--- src/core_sizes_pkg.sv ---
package core_sizes_pkg;

    localparam int QUEUE_DEPTH = 4;     // also the sender's starting credits
    localparam int QUEUE_IDX_W = $clog2(QUEUE_DEPTH);
    localparam int ROB_DEPTH   = 16;
    localparam int ROB_IDX_W   = $clog2(ROB_DEPTH);
    localparam int PHYS_REGS   = 48;
    localparam int PREG_W      = $clog2(PHYS_REGS);
    localparam int ARCH_REGS   = 32;
    localparam int AREG_W      = $clog2(ARCH_REGS);
    localparam int FREE_DEPTH  = PHYS_REGS - ARCH_REGS;    // unmapped after reset
    localparam int FREE_IDX_W  = $clog2(FREE_DEPTH);
    localparam int MUL_STAGES  = 3;

endpackage

--- src/core_types_pkg.sv ---
package core_types_pkg;
    import core_sizes_pkg::*;

    // rv32 major opcodes and funct7 values the decoder looks at
    localparam logic [6:0] OPC_OP     = 7'b0110011;
    localparam logic [6:0] OPC_OP_IMM = 7'b0010011;
    localparam logic [6:0] F7_ALT     = 7'b0100000;
    localparam logic [6:0] F7_MULDIV  = 7'b0000001;

    typedef enum logic [2:0] {
        OP_ADD, OP_SUB, OP_AND, OP_OR, OP_XOR, OP_ADDI, OP_MUL
    } op_e;

    typedef struct packed {
        op_e               op;
        logic [AREG_W-1:0] rd;
        logic [AREG_W-1:0] rs1;
        logic [AREG_W-1:0] rs2;
        logic [11:0]       imm;
        logic              use_rs2;
    } decoded_t;

    typedef struct packed {
        logic                 valid;
        op_e                  op;
        logic [31:0]          rs1_val;
        logic [31:0]          rs2_val;
        logic [11:0]          imm;
        logic [PREG_W-1:0]    pd;
        logic [ROB_IDX_W-1:0] rob_idx;
    } issue_t;

    typedef struct packed {
        logic                 valid;
        logic [PREG_W-1:0]    preg;
        logic [ROB_IDX_W-1:0] rob_idx;
        logic [31:0]          value;
    } cdb_t;

    typedef struct packed {
        logic              done;
        logic [AREG_W-1:0] rd;
        logic [PREG_W-1:0] pd;
        logic [PREG_W-1:0] old_pd;     // freed when this entry commits
    } rob_entry_t;

    typedef struct packed {
        logic       valid;
        rob_entry_t entry;
    } alloc_t;

    typedef struct packed {
        logic              valid;
        logic [AREG_W-1:0] rd;
        logic [31:0]       value;
    } commit_t;

endpackage

--- src/exec_units.sv ---
module exec_units
import core_sizes_pkg::*, core_types_pkg::*;
(
    input  logic   clk,
    input  logic   rst,
    input  issue_t issue_i,
    output cdb_t   cdb_o,
    output logic   mul_tail_busy_o
);

    cdb_t        mul_q [MUL_STAGES-1];     // final stage is the bus register
    logic [31:0] imm_ext;
    logic [31:0] alu_res;
    logic        alu_go;

    assign imm_ext         = {{20{issue_i.imm[11]}}, issue_i.imm};
    assign alu_go          = issue_i.valid && (issue_i.op != OP_MUL);
    assign mul_tail_busy_o = mul_q[MUL_STAGES-2].valid;

    always_comb begin
        case (issue_i.op)
            OP_SUB:  alu_res = issue_i.rs1_val - issue_i.rs2_val;
            OP_AND:  alu_res = issue_i.rs1_val & issue_i.rs2_val;
            OP_OR:   alu_res = issue_i.rs1_val | issue_i.rs2_val;
            OP_XOR:  alu_res = issue_i.rs1_val ^ issue_i.rs2_val;
            OP_ADDI: alu_res = issue_i.rs1_val + imm_ext;
            default: alu_res = issue_i.rs1_val + issue_i.rs2_val;
        endcase
    end

    always_ff @(posedge clk) begin
        if (rst) begin
            for (int i = 0; i < MUL_STAGES-1; i++) begin
                mul_q[i].valid <= 1'b0;
            end
            cdb_o.valid <= 1'b0;
        end else begin
            mul_q[0].valid   <= issue_i.valid && (issue_i.op == OP_MUL);
            mul_q[0].preg    <= issue_i.pd;
            mul_q[0].rob_idx <= issue_i.rob_idx;
            mul_q[0].value   <= issue_i.rs1_val * issue_i.rs2_val;   // low word only
            for (int i = 1; i < MUL_STAGES-1; i++) begin
                mul_q[i] <= mul_q[i-1];
            end
            if (alu_go) begin
                cdb_o <= '{valid: 1'b1, preg: issue_i.pd,
                           rob_idx: issue_i.rob_idx, value: alu_res};
            end else begin
                cdb_o <= mul_q[MUL_STAGES-2];
            end
        end
    end

    // dispatch must hold ALU ops back, else a MUL result is dropped
    a_one_result: assert property (@(posedge clk) disable iff (rst)
        alu_go |-> !mul_q[MUL_STAGES-2].valid);

endmodule

--- config.mk ---
export PLATFORM = sky130hd
export DESIGN_NAME = exec_units
export DESIGN_NICKNAME = d
export VERILOG_FILES = /design/src/core_sizes_pkg.sv /design/src/core_types_pkg.sv /design/src/exec_units.sv
export SDC_FILE = /design/constraint.sdc
export NUM_CORES = 2
export LEC_CHECK = 0
export ABC_AREA = 1
export BUFFER_PORTS_ARGS = -buffer_cell sky130_fd_sc_hd__buf_2
export CORE_ASPECT_RATIO = 1.25
export CORE_MARGIN = 2
export CORE_UTILIZATION = 50
export CTS_CLUSTER_SIZE = 16
export DETAILED_ROUTE_END_ITERATION = 10
export GPL_TIMING_DRIVEN = 1
export PLACE_DENSITY = 0.74
export SKIP_CTS_REPAIR_TIMING = 1
export SLEW_MARGIN = 20
export SYNTH_ARGS = -nofsm -noshare
export SYNTH_HDL_FRONTEND = slang
export SYNTH_SLANG_ARGS = --single-unit
export TNS_END_PERCENT = 100
--- constraint.sdc ---
create_clock -name clk -period 6.1 [get_ports clk]
set_input_delay 0.305 -clock clk [delete_from_list [all_inputs] [get_ports clk]]
set_output_delay 0.305 -clock clk [all_outputs]
set_load 0.02 [all_outputs]
==> results.cfg <==
[die]
pin_count = 136
core_area_um2 = 51550
die_width_um = 208.5
rows = 93
initial_utilization = 0.5071
dieArea_um2 = 54140
die_h_um = 259.7

[placement]
dpl.cell_count = 4364
io_buffers = 135
hpwl_um = 71260
dpl_cell_area_um2 = 29730
place.gp.congestion = 1.020

[critical_path]
r2r_cells = 2
r2r_end = cdb_o[23]$_DFFE_PN_
r2r_start = mul_q[0][66]$_DFFE_PN_
end_kind = flop
arrival_ps = 6590
crit_required_ps = 6260
critPathLaunchType = input pin
r2r_slack_ps = 4990
cp_max_fo = 8
crit_type = in -> reg
crit_start = issue_i[24]

[sta]
layout_min_cycle_time_ps = 6429
setup_tns_ps = -916.6
setup_slack_ps = -329.0
drv_slew = 0
tightest_slew_ps = 885.4
slew_headroom = 0.4097
fin_skew_ps = 12.17
hold_violations = 0
setup_viol = 6
clock.fmax_ghz = 0.1555
final.period_utilization = 1.054
rsz0062_at_grt = true

[grt]
grt_max_degree = 77
grt_pass1_vias = 23889
grt_pass1_wl_um = 134400
grt_overflow = 0
grt.total_usage = 0.3269
antenna_found_initial = 2

[worst_hold_path]
hp-class = in -> reg
hold_depth = 3
min_to = mul_q[0][42]$_SDFF_PP0_
min_from = issue_i[89]

[clock_tree]
cts_made_buffers = 17
cts_tree = done
cts_buffer_depth = 2
clkLatencyLatePin_ps = 450
cts-root-buf = clkbuf_16
clk_pin_slew_ps = 60
htreeDepth = 4
clock-sinks = 129

[yosys]
postSynth.asyncResetShare = 0
synth_cells = 3400
synthFlopType = edfxtp_1
syn_nets = 4120
synth_edf_count = 126
synth.avg_cell_area_um2 = 7.689
yosys.area.top_type_share = 0.3132
yosysUniqueCellTypes = 57
netlist_area_um2 = 26140
ys_seq_elements = 129
ys_top_cells_by_area = fa_1 (31%), edfxtp_1 (14%), inv_1 (13%)
synth_top_area_cell = fa_1
yosysSeqAreaShare = 0.1470
yosysWarnings = 0

[cells_and_area]
fill_cells = 4452
final_common_cell = inv_1
num_antenna_cells = 0
finalInstanceArea_um2 = 31750
multi_input_area_um2 = 18860
areaGrowthSynthToFinish_pct = 21.45
nNetsFinal = 4479
instances_no_fill = 4436
final_cell_mix = inv_1 (870), nand2_1 (801), fa_1 (386), buf_4 (313), ha_1 (202)
drive_gt1_frac = 0.1880
seq_area_um2 = 3844

[routing]
vias = 23649
wl_per_cell_um = 20.05
drt_iter0_drc = 1944
vias_per_cell = 5.331
drc_errors = 0
wl_um = 88930
postRouteAntennaNets = 0
first_pass_iters = 7

[job]
maxCapViolations = 0

[run_status]
status = finished with violations
violations = setup timing
[metal layers]
metal	track usage	vias up	wire length (µm)
li1	-	10864	-
met1	0.4180	11392	34330
met2	0.5480	1125	41600
met3	0.05446	268	8196
met4	0.1455	0	4797
met5	0	-	0
[worst max path at each step]
stage | slack [ps] | cells past startpoint | endpoint
finish | -330 | 25 | mul_q[0][27]$_DFFE_PN_
global placement | -1000 | 23 | mul_q[0][25]$_DFFE_PN_
CTS | -590 | 23 | mul_q[0][25]$_DFFE_PN_
global route | -500 | 23 | mul_q[0][27]$_DFFE_PN_
floorplan | -120 | 26 | mul_q[0][26]$_DFFE_PN_
detailed placement | -1010 | 23 | mul_q[0][25]$_DFFE_PN_
[through the flow]
step | utilization | setup WS, ps | hold WS (ps)
4_1_cts | 0.5880 | -585.7 | 120.1
2_1_floorplan | - | -123.0 | 388.3
3_3_place_gp | 0.5767 | -996.2 | 396.1
5_1_grt | 0.6159 | -498.6 | 142.8
6_report | 0.6159 | -329.0 | 128.9
3_5_place_dp | 0.5767 | -1009 | 420.6
[state kept, by name, indices dropped and copies added (netlist names)]
name,count
mul_q,86
cdb_o,43
[critical path, stage by stage]
cell	delay, ps
buf_12	120
buf_12	140
nand2_1	60
inv_1	50
fa_1	550
inv_1	60
fa_1	530
fa_1	440
fa_1	490
inv_1	50
fa_1	480
inv_1	50
fa_1	480
inv_1	50
fa_1	480
fa_1	540
ha_4	300
nand4_1	180
nor3_4	310
nand4_1	290
nand3_2	180
a21o_1	180
a21oi_2	70
xor2_1	120
nor2_1	60
[cells by family after synthesis]
logic type	count (synthesis)	synth area share
adder cells (fa/ha/maj)	628	0.4180
AO/OA/AOI/OAI	358	0.08065
XOR/XNOR	49	0.01642
buffers and inverters	1067	0.1557
AND/OR/NAND/NOR	1169	0.1822
flip-flops	129	0.1470
[synthesized netlist by cell type, types with 4 or more instances]
cell type	n
nor3_2	4
inv_2	12
o21ai_0	104
fa_1	409
o22ai_1	10
clkbuf_1	93
o221ai_1	5
nand4_1	24
buf_2	22
buf_1	27
nand3b_1	10
nor2_1	188
edfxtp_1	126
inv_1	902
o21bai_1	13
nor2_2	4
nor3_1	11
a21o_1	11
o21ai_1	8
a211oi_1	12
nand3_1	81
nor2_4	6
a22oi_1	17
a21oi_1	122
xnor2_1	16
nand2_1	827
a31oi_1	22
xor2_1	33
a221oi_1	12
nand2_2	4
ha_1	219
o211ai_1	6
[final cells by class]
class | instances | area share
Timing Repair Buffer | 488 | 0.1312
Tap cell | 665 | 0.02621
Multi-Input combinational cell | 2204 | 0.5942
Sequential cell | 129 | 0.1211
Clock buffer | 18 | 0.01352
Clock inverter | 13 | 0.004808
Inverter | 919 | 0.1090
Power is left out: the tool's default activity adds up to more than one toggle a clock period on the data nets, which glitch-free logic cannot reach.
