$ cat config.mk
export PLATFORM = sky130hd
export DESIGN_NAME = rename_dispatch
export DESIGN_NICKNAME = d
export VERILOG_FILES = /design/src/core_sizes_pkg.sv /design/src/core_types_pkg.sv /design/src/rename_dispatch.sv
export SDC_FILE = /design/constraint.sdc
export NUM_CORES = 1
export LEC_CHECK = 0
export BUFFER_PORTS_ARGS = -buffer_cell sky130_fd_sc_hd__buf_2
export CAP_MARGIN = 20
export CORE_MARGIN = 5
export CORE_UTILIZATION = 45
export CTS_BUF_LIST = sky130_fd_sc_hd__clkbuf_4 sky130_fd_sc_hd__clkbuf_8
export DETAILED_ROUTE_END_ITERATION = 10
export GPL_TIMING_DRIVEN = 0
export PLACE_DENSITY_LB_ADDON = 0.15
export SKIP_CTS_REPAIR_TIMING = 1
export SYNTH_ARGS = -nofsm -noshare
export SYNTH_HDL_FRONTEND = slang
export SYNTH_SLANG_ARGS = --single-unit
$ cat constraint.sdc
create_clock -name clk -period 12.4 [get_ports clk]
set_clock_uncertainty 0.2 [all_clocks]
set_input_delay 2.48 -clock clk [delete_from_list [all_inputs] [get_ports clk]]
set_output_delay 2.48 -clock clk [all_outputs]
set_load 0.01 [all_outputs]
$ cat src/core_sizes_pkg.sv
package core_sizes_pkg;

    localparam int QUEUE_DEPTH = 4;     // also the sender's starting credits
    localparam int QUEUE_IDX_W = $clog2(QUEUE_DEPTH);
    localparam int ROB_DEPTH   = 16;
    localparam int ROB_IDX_W   = $clog2(ROB_DEPTH);
    localparam int PHYS_REGS   = 48;
    localparam int PREG_W      = $clog2(PHYS_REGS);
    localparam int ARCH_REGS   = 32;
    localparam int AREG_W      = $clog2(ARCH_REGS);
    localparam int FREE_DEPTH  = PHYS_REGS - ARCH_REGS;    // unmapped after reset
    localparam int FREE_IDX_W  = $clog2(FREE_DEPTH);
    localparam int MUL_STAGES  = 3;

endpackage

$ cat src/core_types_pkg.sv
package core_types_pkg;
    import core_sizes_pkg::*;

    // rv32 major opcodes and funct7 values the decoder looks at
    localparam logic [6:0] OPC_OP     = 7'b0110011;
    localparam logic [6:0] OPC_OP_IMM = 7'b0010011;
    localparam logic [6:0] F7_ALT     = 7'b0100000;
    localparam logic [6:0] F7_MULDIV  = 7'b0000001;

    typedef enum logic [2:0] {
        OP_ADD, OP_SUB, OP_AND, OP_OR, OP_XOR, OP_ADDI, OP_MUL
    } op_e;

    typedef struct packed {
        op_e               op;
        logic [AREG_W-1:0] rd;
        logic [AREG_W-1:0] rs1;
        logic [AREG_W-1:0] rs2;
        logic [11:0]       imm;
        logic              use_rs2;
    } decoded_t;

    typedef struct packed {
        logic                 valid;
        op_e                  op;
        logic [31:0]          rs1_val;
        logic [31:0]          rs2_val;
        logic [11:0]          imm;
        logic [PREG_W-1:0]    pd;
        logic [ROB_IDX_W-1:0] rob_idx;
    } issue_t;

    typedef struct packed {
        logic                 valid;
        logic [PREG_W-1:0]    preg;
        logic [ROB_IDX_W-1:0] rob_idx;
        logic [31:0]          value;
    } cdb_t;

    typedef struct packed {
        logic              done;
        logic [AREG_W-1:0] rd;
        logic [PREG_W-1:0] pd;
        logic [PREG_W-1:0] old_pd;     // freed when this entry commits
    } rob_entry_t;

    typedef struct packed {
        logic       valid;
        rob_entry_t entry;
    } alloc_t;

    typedef struct packed {
        logic              valid;
        logic [AREG_W-1:0] rd;
        logic [31:0]       value;
    } commit_t;

endpackage

$ cat src/rename_dispatch.sv
module rename_dispatch
import core_sizes_pkg::*, core_types_pkg::*;
(
    input  logic                 clk,
    input  logic                 rst,
    input  logic [31:0]          head_i,
    input  logic                 not_empty_i,
    input  logic                 rob_full_i,
    input  logic [ROB_IDX_W-1:0] rob_idx_i,
    input  cdb_t                 cdb_i,
    input  logic                 rs1_ready_i,
    input  logic                 rs2_ready_i,
    input  logic [31:0]          rs1_val_i,
    input  logic [31:0]          rs2_val_i,
    input  logic                 mul_tail_busy_i,
    input  logic                 free_valid_i,
    input  logic [PREG_W-1:0]    free_preg_i,
    output logic                 deq_o,
    output logic [PREG_W-1:0]    rs1_preg_o,
    output logic [PREG_W-1:0]    rs2_preg_o,
    output alloc_t               alloc_o,
    output issue_t               issue_o
);

    decoded_t              dec;
    logic [PREG_W-1:0]     rat [ARCH_REGS];
    logic [PREG_W-1:0]     fl_mem [FREE_DEPTH];
    logic [FREE_IDX_W-1:0] fl_head;
    logic [FREE_IDX_W-1:0] fl_tail;
    logic [FREE_IDX_W:0]   fl_count;
    logic [PREG_W-1:0]     new_preg;
    logic                  writes_rd;
    logic                  rs1_ok;
    logic                  rs2_ok;
    logic                  dispatch;
    logic                  fl_pop;

    always_comb begin
        dec.rd      = head_i[11:7];
        dec.rs1     = head_i[19:15];
        dec.rs2     = head_i[24:20];
        dec.imm     = head_i[31:20];
        dec.use_rs2 = (head_i[6:0] != OPC_OP_IMM);
        if (head_i[6:0] == OPC_OP_IMM) begin
            dec.op = OP_ADDI;
        end else if (head_i[31:25] == F7_MULDIV) begin
            dec.op = OP_MUL;
        end else if (head_i[31:25] == F7_ALT) begin
            dec.op = OP_SUB;
        end else begin
            case (head_i[14:12])
                3'b100:  dec.op = OP_XOR;
                3'b110:  dec.op = OP_OR;
                3'b111:  dec.op = OP_AND;
                default: dec.op = OP_ADD;
            endcase
        end
    end

    assign rs1_preg_o = rat[dec.rs1];
    assign rs2_preg_o = rat[dec.rs2];

    // ready in the file, or arriving on the bus right now
    assign rs1_ok = rs1_ready_i || (cdb_i.valid && cdb_i.preg == rs1_preg_o);
    assign rs2_ok = !dec.use_rs2 || rs2_ready_i
                  || (cdb_i.valid && cdb_i.preg == rs2_preg_o);

    assign writes_rd = (dec.rd != '0);
    assign new_preg  = writes_rd ? fl_mem[fl_head] : '0;   // x0 results go to preg 0

    assign dispatch = not_empty_i && !rob_full_i && rs1_ok && rs2_ok
                    && !(writes_rd && fl_count == '0)
                    && !(dec.op != OP_MUL && mul_tail_busy_i);
    assign fl_pop   = dispatch && writes_rd;
    assign deq_o    = dispatch;

    always_comb begin
        alloc_o.valid        = dispatch;
        alloc_o.entry.done   = 1'b0;
        alloc_o.entry.rd     = dec.rd;
        alloc_o.entry.pd     = new_preg;
        alloc_o.entry.old_pd = rat[dec.rd];

        issue_o.valid   = dispatch;
        issue_o.op      = dec.op;
        issue_o.rs1_val = rs1_ready_i ? rs1_val_i : cdb_i.value;
        issue_o.rs2_val = rs2_ready_i ? rs2_val_i : cdb_i.value;
        issue_o.imm     = dec.imm;
        issue_o.pd      = new_preg;
        issue_o.rob_idx = rob_idx_i;
    end

    always_ff @(posedge clk) begin
        if (rst) begin
            for (int i = 0; i < ARCH_REGS; i++) begin
                rat[i] <= PREG_W'(i);
            end
        end else if (fl_pop) begin
            rat[dec.rd] <= new_preg;
        end
    end

    // free list starts out holding the upper registers
    always_ff @(posedge clk) begin
        if (rst) begin
            for (int i = 0; i < FREE_DEPTH; i++) begin
                fl_mem[i] <= PREG_W'(ARCH_REGS + i);
            end
            fl_head  <= '0;
            fl_tail  <= '0;
            fl_count <= FREE_DEPTH[FREE_IDX_W:0];
        end else begin
            if (free_valid_i) begin
                fl_mem[fl_tail] <= free_preg_i;
                fl_tail         <= fl_tail + 1'b1;
            end
            if (fl_pop) begin
                fl_head <= fl_head + 1'b1;
            end
            fl_count <= fl_count + {{FREE_IDX_W{1'b0}}, free_valid_i}
                                 - {{FREE_IDX_W{1'b0}}, fl_pop};
        end
    end

    // rob only returns registers that were handed out earlier
    a_fl_no_overflow: assert property (@(posedge clk) disable iff (rst)
        (free_valid_i && !fl_pop) |-> (fl_count < FREE_DEPTH));

endmodule

==> reports/results.tsv <==
metric	value	unit
cts_sinks	305	
yosys.area_share.simple	14.5	%
drv_cap	0	
switchingPower	723	uW
crit_path_start_kind	primary input	
synth-seq-cells	305	
critPathRequiredTime	9.72	ns
synth_common_cells	288 x edfxtp_1, 173 x nand2_1, 129 x mux2i_1, 110 x mux4_2, 86 x a22oi_1	
antenna_found_initial	7	
synth_area_leaders	edfxtp_1 46%, mux4_2 13%, mux2i_1 6.9%, mux2_2 3.8%, nand2_1 3.5%	
seqPwrFrac	46.6	%
maxUsedRoutingLayer	met4	
finalMaxSlewViolations	0	
path_class	primary input to primary output	
gr-total-overflow	0	
fin_crit_sh	81.9	%
cp_num_buf_inv	6	
outcome	complete, no violations	
die_h	214	um
intPower	1.80	mW
fmax	0.0985	GHz
cp_slowest_cell	o311ai_1	
netSwitchingFraction	28.7	%
die_w	214	um
fin_ws	2.25	ns
via_count	15463	
grt_pass1_vias	15517	
crit_path_max_fanout	12	
fin_crit	10.15	ns
relSlewSlack	18.1	%
power-per-cell-area	115	nW/um^2
cts_buffer_depth	3	
crit_chain	buf_2 > nor2_1 > clkbuf_1 > a22oi_1 > a21oi_1 > nor4_1 > xnor2_1 > nand4_1 > o311ai_1 > o21a_4 > buf_6 > buf_4 > buf_4 > buf_2	
synth_xor_area_share	0.655	%
dr.pass1.iters	8	
route.met2.wl	34800	um
synth_cells	1533	
synth_compound_area_share	6.81	%
grt_usage	31.4	%
total_power	2.52	mW
max_stage_delay	0.97	ns
routed_wl	75200	um
yosysWarnings	0	
port_buffers	262	
area_growth	17.2	%
async_flop_share	0	%
fin_tns_setup	0	ns
pwr-share-comb	17.4	%
synthFlopType	edfxtp_1	
start_util	45.7	%
pin_count	279	
wl_met1	26600	um
cts_tree	yes	
synth_top_family_by_area	multiplexers	
power_leakage	8.20	nW
yosysTopAreaCellShare	46.2	%
clock-root-buffer	clkbuf_8	
clkLatencyLatePin	0.64	ns
synth_edf_count	288	
synthMuxAreaShare	24.0	%
critical_path.top_delay_family	compound AO/OA/AOI/OAI gates	
min_path_type	flop to flop	
post-route-drc-count	0	
detailedRoute.firstIterationViolations	2081	
grt_start_max_net_pins	16	
ant_nets	0	
numCtsBuffers	52	
hold_violations	0	
grt_first_pass_wirelength	106000	um
post-synth-top-count-cell	edfxtp_1	
rsz0062_at_grt	false	
synth-seq-area-share	48.0	%
num_rows	74	
synth_cell_types	64	
cp-end-kind	primary output	
peakVddDrop	0.0771	mV
synth_area	18700	um^2
synth_area_leader_cell	edfxtp_1	
worst_pin_slew	1.23	ns
post-dp-hpwl	56400	um
synthAdderAreaFrac	0.842	%
viasPerCell	6.31	
cp.arrival	7.47	ns
place_ws	2.59	ns
fp.coreArea	41000	um^2
path_clk_slew	0.06	ns
syn_area_per_cell	12.2	um^2
pwr-share-clk	36.0	%
die-area	45800	um^2
drive_gt1_share	36.1	%
routabilityCongestion	1.02	
finalSetupViolCount	0	
fin_nets	2045	
wl_met3	8800	um
cts.htree.levels	2	
wl_per_cell	30.7	um
## path summary, 6_finish.rpt
| check | depth (start not counted) | slack [ns] | from | end |
|---|---|---|---|---|
| worst max register to register | 18 | 7.01 | rat[3][5]$_SDFFCE_PN0P_ | fl_count[4]$_SDFF_PP1_ |
| worst max-delay path | 14 | 2.25 | head_i[20] | alloc_o[18] |
| worst min register to register | 2 | 0.32 | fl_head[0]$_SDFFE_PP0N_ | fl_head[0]$_SDFFE_PP0N_ |
| worst min-delay path | 2 | 0.32 | fl_head[0]$_SDFFE_PP0N_ | fl_head[0]$_SDFFE_PP0N_ |
## metrics by stage
step / hold slack, ns / cell area, um^2 / std cells / util (%)
finish: 0.322 / 22000 / 2452 / 53.5
global route: 0.350 / 22000 / 2452 / 53.5
CTS: 0.318 / 21900 / 2440 / 53.3
detailed placement: 0.307 / 20900 / 2348 / 50.9
global placement: 0.301 / 20700 / 2333 / 50.5
floorplan: 0.279 / 18800 / 1539 / -
## tightest hold or removal path, stage by stage (launching register included)
cell     delay (ns)
dfxtp_1        0.33
nand2_1        0.08
o21ai_0        0.06
## logic make-up (layout without fill, tap and decap cells)
group,count (synthesis),in the layout
other cells,1,13
simple gates,528,528
flops,305,305
buf+inv,181,556
fa+ha+maj,12,12
mux,304,304
compound gates,188,188
xor+xnor,14,14
## flip-flops by register name, indices dropped and copies added (netlist names), named ones only
register	count
rat	192
fl_mem	96
fl_count	5
fl_head	4
fl_tail	4
## per-layer routing
metal,vias up,GRT usage (%)
met1,7537,38.6
met5,-,0
li1,6476,-
met4,0,17.8
met3,281,8.22
met2,1169,50.4
## power groups by stage
stage,Sequential [mW],Clock (mW),Combinational [mW]
after floorplan,1.19,0,0.251
after global placement,1.19,0,0.418
after detailed placement,1.20,0,0.426
after CTS,1.17,0.911,0.427
after global routing,1.18,0.958,0.460
final,1.18,0.909,0.438
## final cells by class
cell class / instances / area [um^2]
clock buffers: 69 / 862
clock inverters: 23 / 154
diodes: 6 / 15.0
flip-flops and latches: 305 / 8990
inverters: 17 / 63.8
plain buffers: 164 / 902
well taps: 532 / 666
multi-input cells: 1053 / 8810
repair buffers: 283 / 1490
fillers: 3651 / 19100
## cells in the final DEF (no fill, tap or decap), types with 5 or more instances in the layout
cell and count:
buf_2 287, edfxtp_1 288, or2_2 52, dfxtp_1 17, xnor2_1 10, a21oi_1 38, clkinv_2 10, a21o_1 9
nor2_1 83, a22oi_1 86, o21ai_0 25, nand2b_1 5, buf_1 14, nor4_1 8, and3_1 55, and2_1 67
nand4_1 20, mux2i_1 129, o211ai_1 5, nor3_1 9, inv_1 16, buf_4 48, diode_2 6, nand3_1 11
nor2b_1 14, conb_1 7, clkbuf_4 19, mux4_2 110, ha_1 11, clkbuf_1 73, clkinv_1 10, nor3_2 11
o21ai_1 7, buf_6 12, nand2_1 173, clkbuf_8 55, mux2_2 64
Power figures use the tool's default switching activity.
