**config.mk**
```make
export PLATFORM = sky130hd
export DESIGN_NAME = inst_queue
export DESIGN_NICKNAME = d
export VERILOG_FILES = /design/src/core_sizes_pkg.sv /design/src/inst_queue.sv
export SDC_FILE = /design/constraint.sdc
export NUM_CORES = 1
export LEC_CHECK = 0
export ABC_AREA = 0
export BUFFER_PORTS_ARGS = -buffer_cell sky130_fd_sc_hd__buf_2
export CAP_MARGIN = 20
export CORE_MARGIN = 4
export CORE_UTILIZATION = 40
export CTS_BUF_LIST = sky130_fd_sc_hd__clkbuf_16
export CTS_CLUSTER_SIZE = 30
export DETAILED_ROUTE_END_ITERATION = 12
export GPL_ROUTABILITY_DRIVEN = 0
export PLACE_DENSITY = 0.68
export REMOVE_ABC_BUFFERS = 1
export SLEW_MARGIN = 20
export SYNTH_ARGS = -nofsm -noshare
export SYNTH_HDL_FRONTEND = slang
export SYNTH_SLANG_ARGS = --single-unit
```
**constraint.sdc**
```tcl
create_clock -name clk -period 2.3 [get_ports clk]
set_input_delay 0.115 -clock clk [delete_from_list [all_inputs] [get_ports clk]]
set_output_delay 0.115 -clock clk [all_outputs]
set_load 0.005 [all_outputs]
```
**src/core_sizes_pkg.sv**
```systemverilog
package core_sizes_pkg;

    localparam int QUEUE_DEPTH = 4;     // also the sender's starting credits
    localparam int QUEUE_IDX_W = $clog2(QUEUE_DEPTH);
    localparam int ROB_DEPTH   = 16;
    localparam int ROB_IDX_W   = $clog2(ROB_DEPTH);
    localparam int PHYS_REGS   = 48;
    localparam int PREG_W      = $clog2(PHYS_REGS);
    localparam int ARCH_REGS   = 32;
    localparam int AREG_W      = $clog2(ARCH_REGS);
    localparam int FREE_DEPTH  = PHYS_REGS - ARCH_REGS;    // unmapped after reset
    localparam int FREE_IDX_W  = $clog2(FREE_DEPTH);
    localparam int MUL_STAGES  = 3;

endpackage

```
**src/inst_queue.sv**
```systemverilog
module inst_queue
import core_sizes_pkg::*;
(
    input  logic        clk,
    input  logic        rst,
    input  logic        inst_valid_i,
    input  logic [31:0] inst_i,
    input  logic        deq_i,
    output logic [31:0] head_o,
    output logic        not_empty_o,
    output logic        credit_o
);

    logic [31:0]            mem [QUEUE_DEPTH];
    logic [QUEUE_IDX_W-1:0] rd_ptr;
    logic [QUEUE_IDX_W-1:0] wr_ptr;
    logic [QUEUE_IDX_W:0]   count;

    assign head_o      = mem[rd_ptr];
    assign not_empty_o = (count != '0);

    always_ff @(posedge clk) begin
        if (inst_valid_i) begin
            mem[wr_ptr] <= inst_i;
        end
    end

    always_ff @(posedge clk) begin
        if (rst) begin
            rd_ptr   <= '0;
            wr_ptr   <= '0;
            count    <= '0;
            credit_o <= 1'b0;
        end else begin
            if (inst_valid_i) begin
                wr_ptr <= wr_ptr + 1'b1;
            end
            if (deq_i) begin
                rd_ptr <= rd_ptr + 1'b1;
            end
            count    <= count + {{QUEUE_IDX_W{1'b0}}, inst_valid_i}
                              - {{QUEUE_IDX_W{1'b0}}, deq_i};
            credit_o <= deq_i;     // one credit back per dequeued slot
        end
    end

    // a sender that respects its credits never finds the queue full
    a_no_overflow: assert property (@(posedge clk) disable iff (rst)
        inst_valid_i |-> (count < QUEUE_DEPTH));

endmodule

```
==> results of run 1 <==
-- kinds of logic (layout without fill, tap and decap cells) --
kind of cell | Yosys count | in the layout | share of synthesized area
fa+ha+maj | 7 | 7 | 0.01856
simple gates | 14 | 14 | 0.01490
buf+inv | 14 | 151 | 0.02198
compound gates | 2 | 2 | 0.002930
xor+xnor | 3 | 3 | 0.008061
mux | 33 | 33 | 0.1441
flops | 138 | 138 | 0.7894
-- cells in the final DEF (no fill, tap or decap), types with 2 or more instances in the layout --
| cell | count |
|---|---|
| buf_4 | 7 |
| xnor2_1 | 2 |
| nor2b_1 | 3 |
| dfxtp_1 | 8 |
| buf_2 | 69 |
| clkinv_2 | 5 |
| mux4_2 | 30 |
| nor2_1 | 5 |
| clkinv_1 | 2 |
| edfxtp_1 | 128 |
| buf_12 | 3 |
| ha_1 | 6 |
| dfxtp_2 | 2 |
| inv_1 | 11 |
| dlygate4sd3_1 | 34 |
| clkbuf_16 | 18 |
| mux4_1 | 2 |
| and2_2 | 4 |
-- where the power goes --
part / leakage (nW) / total, W / internal (W) / switching, W
sequential: 1.26 / 0.00294 / 0.00288 / 0.0000519
clock: 0.275 / 0.00231 / 0.00140 / 0.000914
combinational: 0.794 / 0.000573 / 0.000323 / 0.000250
-- cell type report --
class                           count  share of cell area
Sequential cell                   138              0.6158
Tap cell                          172             0.03275
Inverter                            6            0.003427
Clock inverter                     14             0.01028
Multi-Input combinational cell     59              0.1478
Timing Repair Buffer              113              0.1215
Clock buffer                       18             0.06855
-- final timing paths --
path / from / end / cells after the start
worst min register to register: rd_ptr[1] / register / 2
worst max register to register: count[0] / count[2] / 7
worst max-delay path: register / head_o[29] / 3
worst min-delay path: deq_i / register / 3
-- through the flow --
step / hold WS (ns) / util / instances
global route: 0.07946 / 0.5228 / 520
finish: 0.04903 / 0.5228 / 520
global placement: 0.3289 / 0.4546 / 454
CTS: 0.01949 / 0.5228 / 520
floorplan: 0.1866 / - / 203
detailed placement: 0.3331 / 0.4546 / 454
-- sequential cells by signal (all words and copies together) (netlist names), named ones only --
signal and flops:
mem 128, wr_ptr 2, rd_ptr 2, credit_o 1, count 3
-- critical path: stages (launching register included) --
cell and delay, ns:
dfxtp_2 0.70, buf_4 0.28, mux4_2 0.32, buf_2 0.15
-- what timing repair did --
item	CTS	global route
setup endpoints to repair	0	0
resized for setup	0	0
hold endpoints to repair	138	0
hold buffers	34	0
-- layer usage --
metal  wire (um)  vias to the layer above  track usage
met4         158                        0      0.05672
met5           0                        -            0
met1        3918                     1246       0.1697
li1            -                     1124            -
met3         479                       18      0.05641
met2        4477                       60       0.2119
==> impl_results.md, run 1 <==
* Status: finished clean
* Synth area leaders: edfxtp_1 (75%), mux4_2 (13%), dfxtp_1 (3.9%)
* Post-Layout Inst Area at about 0.0066 mm^2
* Tot GR Track Use at 0.1363
* Unrepaired setup endpoints after global routing: false
* Setup bufs post-CTS at 0
* Max Freq at a little over 500 MHz
* Dpl hpwl at just under 6000 um
* Number of fill cells at ~1000
* Seq/Total Area, Yosys at 0.7894
* Ys flop type: edfxtp_1
* First-pass GRT wire length at between 10000 and 15000 um
* Leakage at around 2.3 nW
* Min Tclk post-route at 1.989 ns
* Final Hold Fails at 0
* Area Growth Syn to Fin at 28.29%
* Peak supply drop at approximately 0.38 mV
* Core area at ~0.013 mm^2
* WP data arrival at 1.87 ns
* FF+latch count, synth at 138
* Syn Area/Cell at between 20 and 25 um^2
* Clk Latency, worst-skew pair at just over 0.4 ns
* Antenna Cells at 0
* Pre-CTS WS at slightly above 0.7 ns
* Final worst-path cycle share at 0.8646
* Tot Pwr at slightly below 0.006 W
* CP Data Required Time at roughly 2.2 ns
* Worst Path Max Fanout at 21
* Worst Tran Pin Value at roughly 0.59 ns
* Synth area leader: edfxtp_1
* Hold crit path type: input port to register
* Vias in the first global route at around 2600
* Setup TNS Final at 0 ns
* Post-Syn Instances at approximately 210
* CTS clock-pin slew for the worst setup and hold paths at roughly 0.050 ns
* Initial Utilization at 0.4076
* Cts bufs inserted at 17
* Startpoint types: register
* Commonest cells in the netlist: edfxtp_1 (128), mux4_2 (30), dfxtp_1 (10)
* Post-Route WL at around 9000 um
* Pwr dens at ~890 mW/mm^2
* Post-Syn Area at around 0.005 mm^2
* Largest net degree at the start of global routing at 27
* DR iter-0 viols at about 130
* Max H-tree Level at 4
* Area of the multi-input gates at approximately 1000 um^2
* Synth cell types at 21
* Via count at about 2400
* Setup ws final at between 0.3 and 0.4 ns
* Max-cap violation count at 0
* Die area at between 0.01 and 0.015 mm^2
* Placed inst area at between 0.005 and 0.006 mm^2
* CTS tree: built
* CP Capture Type: primary output
* Total clock sinks at 138
* Initial antenna violation count at 0
* Fraction of registers with async set/reset at 0
* R2r setup slk at 0.73 ns
* I/O Buffers at 69
* Post-DRT Antenna Nets at 0
* First drt pass iteration count at 4
* Final Skew at around 0.0037 ns
* Most frequent cell after synthesis: edfxtp_1
* FF/Latch Area at 0.004046 mm^2
* Rel. slew slack at 0.6073
* Count of final setup violators at 0
* Die Y at 121.2 um
* Vias per cell at between 4 and 5
* Clock tree buffer depth at 2
* Cell Rows at 41
* Synth Warn # at 0
* Wire length per cell at approximately 17 um
* Post-synth EDFFs at roughly 130
* Slew Viols, Final at 0
* # DRC at 0
* Die Width at ~120 um
* Layout cell share with drive strength beyond 1 at 0.4052
* Grt ovf at 0
* Crit Path Category: register to primary output
* Nets@finish at 378
* Io pins at 70
* Post-synth top area share at 0.7504
* CTS Root Cell: clkbuf_16
Power figures use the tool's default switching activity.
==> inputs of run 2 (changes only) <==
--- a/config.mk
+++ b/config.mk
@@ -9,12 +9,12 @@
 export BUFFER_PORTS_ARGS = -buffer_cell sky130_fd_sc_hd__buf_2
 export CAP_MARGIN = 20
 export CORE_MARGIN = 4
-export CORE_UTILIZATION = 40
+export CORE_UTILIZATION = 45
 export CTS_BUF_LIST = sky130_fd_sc_hd__clkbuf_16
 export CTS_CLUSTER_SIZE = 30
 export DETAILED_ROUTE_END_ITERATION = 12
 export GPL_ROUTABILITY_DRIVEN = 0
-export PLACE_DENSITY = 0.68
+export PLACE_DENSITY = 0.74
 export REMOVE_ABC_BUFFERS = 1
 export SLEW_MARGIN = 20
 export SYNTH_ARGS = -nofsm -noshare
==> impl_results.md, run 2 (synthesis gave the netlist of run 1 again) <==
* Core area at about 0.011 mm^2
* Commonest non-fill, non-tap cell in the layout: edfxtp_1
* Worst Tran Pin Value at 0.4783 ns
* Total clock sinks at 138
* Layout cell share with drive strength beyond 1 at 0.4150
* Fin util at 0.6008
* Pwr dens at 945.9 mW/mm^2
* CP Capture Type: primary output
* Die Width at ~110 um
* Area Growth Syn to Fin at 28.82%
* Rel. slew slack at 0.6811
* Final Hold Fails at 0
* Worst Path Max Fanout at 18
* Cell Rows at 38
* CTS tree: built
* Tot GR Track Use at 0.1486
* Status: finished clean
* Die Y at around 110 um
* Post-Route WL at ~9000 um
* Largest register FFs at 128
* Dpl hpwl at between 5000 and 6000 um
* Top Registers: mem (128), count (3)
* CTS clock-pin slew for the worst setup and hold paths at roughly 0.050 ns
* Grt ovf at 0
* Max Freq at approximately 530 MHz
* Max-cap violation count at 0
* Post-DRT Antenna Nets at 0
* Crit path max-delay cell type: dfxtp_2
* First-pass GRT wire length at about 14000 um
* Unrepaired setup endpoints after global routing: false
* Max H-tree Level at 4
* Io pins at 70
* CTS Root Cell: clkbuf_16
* Count of final setup violators at 0
* # DRC at 0
* Min Tclk post-route at roughly 1.9 ns
* I/O Buffers at just under 70
* Hold crit path type: input port to register
* CP Data Required Time at around 2.2 ns
* Startpoint types: register
* # resized after CTS at 0
* Vias per cell at slightly above 5
* Setup TNS Final at 0 ns
* R2r setup slk at approximately 0.72 ns
* DR iter-0 viols at 146
* Critical path cell sequence: buf_4 -> mux4_2 -> buf_2
* Slew Viols, Final at 0
* Clk Latency, worst-skew pair at about 0.40 ns
* Largest net degree at the start of global routing at 33
* Number of fill cells at approximately 800
* Clock tree buffer depth at 2
* Peak supply drop at 0.4990 mV
* Via count at around 2500
* Setup bufs post-CTS at 0
* Antenna Cells at 0
* Leakage at about 2.3 nW
* Cts bufs inserted at 17
* Crit-path max cell delay at between 0.6 and 0.7 ns
* Vias in the first global route at ~2700
* First drt pass iteration count at 4
* Initial Utilization at 0.4664
* Final Skew at between 0.005 and 0.006 ns
* Nets@finish at between 300 and 400
* Wire length per cell at about 18 um
* Die area at around 0.013 mm^2
* Final worst-path cycle share at 0.8265
* Top reg by flops: mem
* Initial antenna violation count at 0
* WP data arrival at between 1.5 and 2 ns
* Most frequent cells in the layout: edfxtp_1 (128), buf_2 (69), dlygate4sd3_1 (33), mux4_2 (30), clkbuf_16 (17)
* Crit Path Category: register to primary output
-- run 2: changes by cell type in the layout (fill, tap and decap cells not counted), sizes merged --
cell / before / now
bufinv: 0 / 4
inv: 11 / 7
clkbuf: 18 / 17
clkinvlp: 1 / 2
dlygate4sd3: 34 / 33
-- run 2: critical path, delay by kind of cell (launching register included) --
kind | cells | cell delay, ns
DFF | 1 | 0.63
buffers and inverters | 2 | 0.42
muxes | 1 | 0.32
-- run 2: area by class of cell --
| class | count | area, um^2 | area share |
|---|---|---|---|
| Inverter | 6 | 22.52 | 0.003413 |
| Sequential cell | 138 | 4046 | 0.6132 |
| Clock inverter | 15 | 182.7 | 0.02768 |
| Tap cell | 140 | 175.2 | 0.02655 |
| Multi-Input combinational cell | 59 | 970.9 | 0.1471 |
| Timing Repair Buffer | 112 | 775.7 | 0.1176 |
| Clock buffer | 17 | 425.4 | 0.06447 |
-- run 2: worst paths after layout --
check | endpoint | cells past startpoint | start
worst max-delay path | head_o[19] | 3 | register
worst min-delay path | credit_o | 2 | deq_i
worst max register to register | mem[1][8] | 4 | wr_ptr[1]
worst min register to register | wr_ptr[1] | 2 | wr_ptr[1]
-- run 2: where the power goes --
group          switching [W]  internal, W
Combinational       0.000252     0.000319
Sequential         0.0000460      0.00288
Clock               0.000948      0.00179
Total                0.00125      0.00500
-- run 2: metal layers --
metal / wire (um) / share of wire / track usage
met1: 3810 / 0.43 / 0.1894
met2: 4455 / 0.50 / 0.2348
met3: 508 / 0.057 / 0.05285
met4: 170 / 0.019 / 0.05869
met5: 0 / 0 / 0
-- run 2: repair_timing --
action / 4_1_cts / 5_1_grt
hold buffers: 33 / 0
endpoints found under the setup margin: 0 / 0
hold endpoints to repair: 136 / 0
-- run 2: metrics by stage --
step | instance area [um^2] | instances | hold slack [ns] | setup slack, ns | power [W]
global route | 6599 | 487 | 0.01780 | 0.2911 | 0.006487
finish | 6599 | 487 | 0.02665 | 0.3991 | 0.006242
floorplan | 5032 | 203 | 0.1866 | 0.04843 | 0.003270
CTS | 6599 | 487 | 0.01141 | 0.3345 | 0.006306
global placement | 5660 | 422 | 0.3282 | 0.7246 | 0.003508
detailed placement | 5660 | 422 | 0.3355 | 0.6794 | 0.003525
