$ cat src/core_sizes_pkg.sv
package core_sizes_pkg;

    localparam int QUEUE_DEPTH = 4;     // also the sender's starting credits
    localparam int QUEUE_IDX_W = $clog2(QUEUE_DEPTH);
    localparam int ROB_DEPTH   = 16;
    localparam int ROB_IDX_W   = $clog2(ROB_DEPTH);
    localparam int PHYS_REGS   = 48;
    localparam int PREG_W      = $clog2(PHYS_REGS);
    localparam int ARCH_REGS   = 32;
    localparam int AREG_W      = $clog2(ARCH_REGS);
    localparam int FREE_DEPTH  = PHYS_REGS - ARCH_REGS;    // unmapped after reset
    localparam int FREE_IDX_W  = $clog2(FREE_DEPTH);
    localparam int MUL_STAGES  = 3;

endpackage

$ cat src/core_types_pkg.sv
package core_types_pkg;
    import core_sizes_pkg::*;

    // rv32 major opcodes and funct7 values the decoder looks at
    localparam logic [6:0] OPC_OP     = 7'b0110011;
    localparam logic [6:0] OPC_OP_IMM = 7'b0010011;
    localparam logic [6:0] F7_ALT     = 7'b0100000;
    localparam logic [6:0] F7_MULDIV  = 7'b0000001;

    typedef enum logic [2:0] {
        OP_ADD, OP_SUB, OP_AND, OP_OR, OP_XOR, OP_ADDI, OP_MUL
    } op_e;

    typedef struct packed {
        op_e               op;
        logic [AREG_W-1:0] rd;
        logic [AREG_W-1:0] rs1;
        logic [AREG_W-1:0] rs2;
        logic [11:0]       imm;
        logic              use_rs2;
    } decoded_t;

    typedef struct packed {
        logic                 valid;
        op_e                  op;
        logic [31:0]          rs1_val;
        logic [31:0]          rs2_val;
        logic [11:0]          imm;
        logic [PREG_W-1:0]    pd;
        logic [ROB_IDX_W-1:0] rob_idx;
    } issue_t;

    typedef struct packed {
        logic                 valid;
        logic [PREG_W-1:0]    preg;
        logic [ROB_IDX_W-1:0] rob_idx;
        logic [31:0]          value;
    } cdb_t;

    typedef struct packed {
        logic              done;
        logic [AREG_W-1:0] rd;
        logic [PREG_W-1:0] pd;
        logic [PREG_W-1:0] old_pd;     // freed when this entry commits
    } rob_entry_t;

    typedef struct packed {
        logic       valid;
        rob_entry_t entry;
    } alloc_t;

    typedef struct packed {
        logic              valid;
        logic [AREG_W-1:0] rd;
        logic [31:0]       value;
    } commit_t;

endpackage

$ cat src/rob.sv
module rob
import core_sizes_pkg::*, core_types_pkg::*;
(
    input  logic                 clk,
    input  logic                 rst,
    input  alloc_t               alloc_i,
    input  cdb_t                 cdb_i,
    input  logic [31:0]          commit_val_i,
    output logic                 full_o,
    output logic [ROB_IDX_W-1:0] rob_idx_o,
    output logic [PREG_W-1:0]    commit_preg_o,
    output commit_t              commit_o,
    output logic                 free_valid_o,
    output logic [PREG_W-1:0]    free_preg_o
);

    rob_entry_t           entries [ROB_DEPTH];
    logic [ROB_DEPTH-1:0] busy;     // allocated and not yet committed
    logic [ROB_IDX_W-1:0] head;
    logic [ROB_IDX_W-1:0] tail;
    logic [ROB_IDX_W:0]   count;
    rob_entry_t           head_e;
    logic                 retire;

    assign head_e        = entries[head];
    assign retire        = busy[head] && head_e.done;
    assign full_o        = (count == ROB_DEPTH);
    assign rob_idx_o     = tail;
    assign commit_preg_o = head_e.pd;
    assign free_valid_o  = retire && (head_e.rd != '0);
    assign free_preg_o   = head_e.old_pd;

    always_ff @(posedge clk) begin
        if (alloc_i.valid) begin
            entries[tail] <= alloc_i.entry;
        end
        if (cdb_i.valid) begin
            entries[cdb_i.rob_idx].done <= 1'b1;
        end
    end

    always_ff @(posedge clk) begin
        if (rst) begin
            busy           <= '0;
            head           <= '0;
            tail           <= '0;
            count          <= '0;
            commit_o.valid <= 1'b0;
        end else begin
            if (alloc_i.valid) begin
                busy[tail] <= 1'b1;
                tail       <= tail + 1'b1;
            end
            if (retire) begin
                busy[head] <= 1'b0;
                head       <= head + 1'b1;
            end
            count <= count + {{ROB_IDX_W{1'b0}}, alloc_i.valid}
                           - {{ROB_IDX_W{1'b0}}, retire};
            commit_o.valid <= retire;
            commit_o.rd    <= head_e.rd;
            commit_o.value <= (head_e.rd == '0) ? '0 : commit_val_i;
        end
    end

    // results only come back for entries still in flight
    a_cdb_hits_busy: assert property (@(posedge clk) disable iff (rst)
        cdb_i.valid |-> busy[cdb_i.rob_idx]);

endmodule

$ cat config.mk
export PLATFORM = sky130hd
export DESIGN_NAME = rob
export DESIGN_NICKNAME = d
export VERILOG_FILES = /design/src/core_sizes_pkg.sv /design/src/core_types_pkg.sv /design/src/rob.sv
export SDC_FILE = /design/constraint.sdc
export NUM_CORES = 1
export LEC_CHECK = 0
export BUFFER_PORTS_ARGS = -buffer_cell sky130_fd_sc_hd__buf_4
export CORE_MARGIN = 2
export CORE_UTILIZATION = 58
export CTS_CLUSTER_SIZE = 12
export DETAILED_ROUTE_END_ITERATION = 10
export HOLD_SLACK_MARGIN = 0.05
export PLACE_DENSITY = 0.91
export SLEW_MARGIN = 15
export SYNTH_ARGS = -nofsm -noshare
export SYNTH_HDL_FRONTEND = slang
export SYNTH_SLANG_ARGS = --single-unit
$ cat constraint.sdc
create_clock -name clk -period 3.62 [get_ports clk]
set_input_delay 0.543 -clock clk [delete_from_list [all_inputs] [get_ports clk]]
set_output_delay 0.543 -clock clk [all_outputs]
set_load 0.1 [all_outputs]
==> results of run 1 <==
## worst reg2reg max path: stages, from the launching register on
cell     delay [ns]
dfxtp_1        0.62
mux4_2         0.58
nand2_1        0.15
and4_1         0.35
nor2_2         0.10
ha_1           0.28
inv_1          0.04
ha_1           0.18
inv_1          0.07
fa_1           0.19
inv_1          0.05
a21oi_1        0.13
nor2_1         0.06
or3_1          0.34
a21oi_1        0.13
## kinds of logic (layout without fill, tap and decap cells)
family / count (synthesis) / after routing
xor+xnor: 6 / 6
buf+inv: 62 / 216
fa+ha+maj: 15 / 15
compound gates: 84 / 84
simple gates: 104 / 104
mux: 108 / 108
flops: 359 / 359
## cell type report
type	count	area (um2)
Sequential cell	359	10300
Multi-Input combinational cell	317	3660
Tap cell	324	405
Timing Repair Buffer	142	1100
Fill cell	1459	7700
Clock inverter	7	38.8
Inverter	14	52.6
Clock buffer	53	1010
## final timing paths
check | slack [ns] | startpoint | cells past startpoint | endpoint
setup / recovery | 0.13 | head[2] | 7 | free_valid_o
hold / removal | 0.29 | cdb_i[33] | 2 | entries[8][17]
setup reg to reg | 0.28 | head[0] | 14 | count[4]
hold reg to reg | 0.48 | entries[15][17] | 2 | entries[15][17]
## layout by cell type (no fill, tap or decap), types with 2 or more instances in the layout
| cell type | instances |
|---|---|
| edfxtp_1 | 309 |
| buf_4 | 139 |
| mux4_2 | 81 |
| dfxtp_1 | 46 |
| clkbuf_16 | 37 |
| nor2_1 | 30 |
| mux2i_1 | 19 |
| and2_1 | 17 |
| o21ai_0 | 17 |
| nand2_1 | 16 |
| inv_1 | 14 |
| ha_1 | 14 |
| clkbuf_1 | 14 |
| a21boi_0 | 12 |
| a311oi_1 | 12 |
| nand3_1 | 11 |
| a21boi_1 | 11 |
| a21boi_2 | 10 |
| a21oi_1 | 7 |
| mux4_1 | 6 |
| nor2b_1 | 5 |
| a22oi_1 | 4 |
| nand3b_1 | 4 |
| a211oi_1 | 4 |
| xor2_1 | 4 |
| and3_1 | 3 |
| dfxtp_2 | 3 |
| clkinv_1 | 3 |
| nand3_2 | 2 |
| and4_1 | 2 |
| or2_2 | 2 |
| nand2b_1 | 2 |
| o31ai_1 | 2 |
| nand4_1 | 2 |
| xnor2_1 | 2 |
| inv_6 | 2 |
| clkinv_2 | 2 |
| clkbuf_8 | 2 |
## state kept, by name, indices dropped and copies added (netlist names), named ones only
register and flops:
entries 288, head 4, rob_idx_o 4, commit_o 38, busy 16, count 5
## synthesized netlist by cell type (2+ instances only)
library cell / number
nand3_1: 11
nor2_1: 30
a22oi_1: 4
or2_2: 2
a311oi_1: 12
a21boi_2: 10
nand2_1: 16
buf_4: 14
ha_1: 14
nand3b_1: 4
o31ai_1: 2
edfxtp_1: 309
nand4_1: 2
xor2_1: 4
dfxtp_1: 50
mux4_2: 81
a21boi_1: 10
buf_2: 11
xnor2_1: 2
nor2b_1: 6
and2_1: 17
nand2b_1: 2
inv_1: 14
nand3_2: 2
and4_1: 2
and3_1: 3
mux2i_1: 19
mux4_1: 6
o21ai_0: 17
clkbuf_1: 16
a211oi_1: 4
buf_6: 6
a21oi_1: 7
a21boi_0: 13
## what timing repair did
item                       CTS  global route
setup endpoints to repair    1             1
hold buffers                 0             0
resized for setup            1             2
setup buffers                1             0
## stage by stage
step                instances  power, W  worst slack (ns)  util, %  hold WS [ns]
floorplan                 738   0.00592             0.117        -         0.435
global placement         1155   0.00618             0.429     63.8         0.455
detailed placement       1155   0.00623             0.376     63.8         0.466
CTS                      1216   0.00962            0.0561     68.2         0.281
global route             1216   0.00988          0.000614     68.2         0.288
finish                   1216   0.00960             0.126     68.2         0.293
## report_power, final
part,switching (W),internal (W)
clock network,0.00149,0.00192
registers,0.0000939,0.00464
logic,0.000935,0.000508
## metal layers
layer | up-vias | GRT usage [%]
met1 | 3911 | 34.1
met2 | 474 | 45.0
met4 | 0 | 11.9
li1 | 3232 | -
met3 | 128 | 5.39
met5 | - | 0
==> impl_metrics.py, run 1 <==
metrics = {
    "critical_path": {
        "crit_top_cell": "buf_4",
        "end_kind": "output port",
        "slowest_stage": "dfxtp_1",
        "crit_chain": "nor2b_1, nand2_1, and4_1, nor2_2, buf_4, a21boi_1, buf_4",
        "path_buf_inv": 2,
        "critPathMaxFanout": 13,
        "crit_arrival_ns": 2.95,
        "setup.worst_path.start_class": "flop",
        "path_class": "flop to output port",
        "slowest_delay_ns": 0.47,
        "critical_path_required_ns": 3.08,
        "cp_top_family": "simple AND/OR/NAND/NOR gates",
    },
    "synth": {
        "synth_xor_xnor_area_share_pct": 0.368,
        "synth_seq_cells": 359,
        "synth_edf_count": 309,
        "yosys_warnings": 0,
        "muxShareOfSynthArea_pct": 15.4,
        "synthAdderAreaFrac_pct": 1.37,
        "mappedNetlistNets": 849,
        "synth_ff_type": "edfxtp_1",
        "synthArstFlopShare_pct": 0,
        "postSynthCellCount": 738,
        "synth.distinct_cells": 50,
        "yosys.area_share.simple_pct": 3.90,
        "synth.largest_area_cell": "edfxtp_1",
        "avgSynthCellArea_um2": 19.4,
        "ys_seq_area_share_pct": 71.9,
        "synth_top_area_share_pct": 64.9,
        "synth_compound_area_share_pct": 4.54,
        "synth_top_family_by_area": "multiplexers",
        "synth_area_um2": 14300,
        "synthTopCellsByArea": "edfxtp_1, mux4_2, dfxtp_1",
    },
    "global_route": {
        "antenna_found_initial": 0,
        "grt_overflow": 0,
        "grt_usage_pct": 26.7,
        "first_global_vias": 8161,
        "grt_pass1_wl_um": 51000,
        "grt_max_degree": 57,
    },
    "drt": {
        "wl_met2_um": 17400,
        "routed_wl_um": 33900,
        "dr_wl_met3_um": 2810,
        "highest_layer": "met4",
        "met1_length_um": 12200,
        "avgViaCountPerCell": 6.37,
        "dr.pass1.iters": 5,
        "ant_nets": 0,
        "drt_iter0_drc": 1048,
        "routedWlPerCell_um": 27.9,
        "drc": 0,
        "vias": 7745,
    },
    "sta": {
        "max_freq_mhz": 286,
        "relSlewSlack_pct": 39.8,
        "rsz0062_at_grt": "false",
        "layout_min_cycle_time_ns": 3.49,
        "slew_violations": 0,
        "finClkSkew_ns": 0.0190,
        "tns_ns": 0,
        "min_period_over_period_pct": 96.5,
        "hold_violations": 0,
        "finalSetupViolCount": 0,
        "worst_pin_slew_ns": 0.903,
    },
    "clock_network": {
        "cts_tree": "done",
        "clkSinkCount": 359,
        "clock_latency_ns": 0.53,
        "clock_path_buffers": 3,
        "path_clk_slew_ns": 0.06,
        "clock-root-buffer": "clkbuf_16",
        "htree_levels": 2,
        "numCtsBuffers": 37,
    },
    "floorplanning": {
        "io_pins": 152,
        "num_rows": 57,
        "die_h_um": 161,
        "dieWidth_um": 161,
        "start_util_pct": 58.9,
        "die-area_um2": 25900,
        "core_um2": 24200,
    },
    "cells_and_area": {
        "final_area_um2": 16500,
        "layout-drive-gt1-share_pct": 32.6,
        "final_nets": 982,
        "syn2layout_area_growth_pct": 15.8,
        "antennaDiodeCount": 0,
    },
    "power": {
        "max-vdd-ir-drop_uv": 378,
        "power_density_nw_per_um2": 580,
        "p_leak_nw": 5.50,
    },
    "placement": {
        "hpwlAfterDp_um": 18800,
        "dpl_cell_area_um2": 15500,
        "io_buffers": 113,
        "gp_congestion": 0.842,
    },
    "job": {
        "drv_cap": 0,
    },
    "run_status": {
        "status": "finished clean",
    },
    "worst_hold_path": {
        "min_path_type": "input port to flop",
    },
}
(Power assumes the default switching activity.)
==> run 2: changes to the inputs <==
--- a/config.mk
+++ b/config.mk
@@ -7,11 +7,11 @@
 export LEC_CHECK = 0
 export BUFFER_PORTS_ARGS = -buffer_cell sky130_fd_sc_hd__buf_4
 export CORE_MARGIN = 2
-export CORE_UTILIZATION = 58
+export CORE_UTILIZATION = 53
 export CTS_CLUSTER_SIZE = 12
 export DETAILED_ROUTE_END_ITERATION = 10
 export HOLD_SLACK_MARGIN = 0.05
-export PLACE_DENSITY = 0.91
+export PLACE_DENSITY = 0.88
 export SLEW_MARGIN = 15
 export SYNTH_ARGS = -nofsm -noshare
 export SYNTH_HDL_FRONTEND = slang
==> constraint.sdc (replaced) <==
create_clock -name clk -period 3.18 [get_ports clk]
set_input_delay 0.477 -clock clk [delete_from_list [all_inputs] [get_ports clk]]
set_output_delay 0.477 -clock clk [all_outputs]
set_load 0.1 [all_outputs]
==> impl_metrics.py, run 2 (synthesis results as in run 1) <==
metrics = {
    "sta": {
        "finClkSkew_ns": 0.0233,
        "max_freq_mhz": 312,
        "finalSetupViolCount": 1,
        "tns_ns": -0.0299,
        "layout_min_cycle_time_ns": 3.21,
        "setup_ws_ns": -0.0299,
        "worst_pin_slew_ns": 1.01,
        "hold_ws_ns": 0.204,
        "hold_violations": 0,
        "slew_violations": 0,
        "rsz0062_at_grt": "true",
        "relSlewSlack_pct": 32.7,
        "min_period_over_period_pct": 101,
    },
    "floorplanning": {
        "die-area_um2": 28300,
        "dieWidth_um": 168,
        "core_um2": 26700,
        "io_pins": 152,
        "start_util_pct": 53.5,
        "die_h_um": 168,
        "num_rows": 60,
    },
    "critical_path": {
        "path_class": "flop to output port",
        "end_kind": "output port",
        "r2r-end": "count[4]",
        "slowest_stage": "mux4_2",
        "crit_chain": "buf_12, buf_4, mux4_2, nand3_1, nand3_1, nor4_4, a21boi_2, buf_8",
        "reg2reg_setup_slack_ns": 0.14,
        "crit_arrival_ns": 2.73,
        "setup.worst_path.start_class": "flop",
        "cp_num_cells": 8,
        "path_buf_inv": 3,
        "critical_path_required_ns": 2.70,
        "crit_top_cell": "nand3_1",
        "slowest_delay_ns": 0.55,
        "critPathMaxFanout": 7,
        "reg2reg_depth": 14,
        "cp_top_family": "simple AND/OR/NAND/NOR gates",
    },
    "cells_and_area": {
        "final_nets": 1004,
        "multi_input_area_um2": 3680,
        "largestRegisters": "entries: 288 flops, commit_o: 38 flops, busy: 16 flops",
        "layout-drive-gt1-share_pct": 35.4,
        "final_area_um2": 16900,
        "syn2layout_area_growth_pct": 18.5,
        "regArea_um2": 10300,
        "fillers": 1697,
        "final_common_cell": "edfxtp_1",
        "largest_register": "entries",
        "final_cell_mix": "edfxtp_1, buf_4, mux4_2, dfxtp_1, clkbuf_16",
        "antennaDiodeCount": 0,
        "largest_register_ffs": 288,
    },
    "drt": {
        "ant_nets": 0,
        "avgViaCountPerCell": 6.30,
        "wl_met2_um": 18400,
        "routed_wl_um": 35400,
        "highest_layer": "met4",
        "drc": 0,
        "vias": 7942,
        "dr.pass1.iters": 6,
        "drt_iter0_drc": 1102,
        "dr_wl_met3_um": 3060,
        "routedWlPerCell_um": 28.1,
        "met1_length_um": 12500,
    },
    "global_route": {
        "grt_pass1_wl_um": 51200,
        "grt_overflow": 0,
        "antenna_found_initial": 0,
        "first_global_vias": 8063,
        "grt_max_degree": 40,
        "grt_usage_pct": 24.6,
    },
    "clock_network": {
        "numCtsBuffers": 38,
        "htree_levels": 2,
        "clkSinkCount": 359,
        "clock-root-buffer": "clkbuf_16",
        "clock_latency_ns": 0.54,
        "path_clk_slew_ns": 0.06,
        "ctsHoldBuffers": 0,
        "cts_tree": "done",
        "clock_path_buffers": 3,
    },
    "placement": {
        "gp_congestion": 0.827,
        "hpwlAfterDp_um": 18800,
        "dpl_cell_area_um2": 15600,
        "io_buffers": 113,
    },
    "power": {
        "p_leak_nw": 5.68,
        "power_density_nw_per_um2": 671,
        "max-vdd-ir-drop_uv": 393,
    },
    "worst_hold_path": {
        "hold_path_end": "entries[8][17]",
        "min_from": "cdb_i[32]",
        "min_path_type": "input port to flop",
        "hold_depth": 2,
    },
    "job": {
        "drv_cap": 0,
    },
    "run_status": {
        "violations": "negative setup slack",
        "status": "finished, violations left",
    },
}
run 2: stage by stage:
stage	util [%]	total power, W	std cells	setup slack (ns)
3_5_place_dp	58.2	0.00711	1181	0.0349
2_1_floorplan	-	0.00674	738	0.0424
3_3_place_gp	58.2	0.00706	1181	0.0853
4_1_cts	63.0	0.0113	1256	0.0133
6_report	63.4	0.0114	1260	-0.0299
5_1_grt	63.4	0.0116	1260	-0.0718
run 2: area by class of cell:
cell class,instances,area share [%]
clock inverter,7,0.539
multi-input combinational,317,21.7
inverter,14,0.310
clock buffer,59,6.32
tap,341,2.52
timing repair buffer,163,7.85
sequential,359,60.7
run 2: layer usage:
metal,vias to the layer above,track usage [%]
met5,-,0
met4,0,9.41
met3,125,3.48
met2,516,42.4
met1,4028,31.9
li1,3273,-
run 2: report_power, final:
group	total, W	internal (W)	switching [W]
Sequential	0.00536	0.00528	0.0000772
Combinational	0.00180	0.000664	0.00114
Clock	0.00421	0.00241	0.00179
run 2: timing repair:
item                                    4_1_cts  5_1_grt
cloned                                        0        1
pin swaps                                     1        6
setup buffers                                 9        3
endpoints found under the setup margin       13        9
resized for setup                             6       18
run 2: how the worst max path moves through the flow:
stage	from	to
2_1_floorplan	flop	count[4]
3_3_place_gp	flop	count[4]
3_5_place_dp	flop	count[4]
4_1_cts	flop	free_valid_o
5_1_grt	head[3]	free_valid_o
6_report	flop	free_valid_o
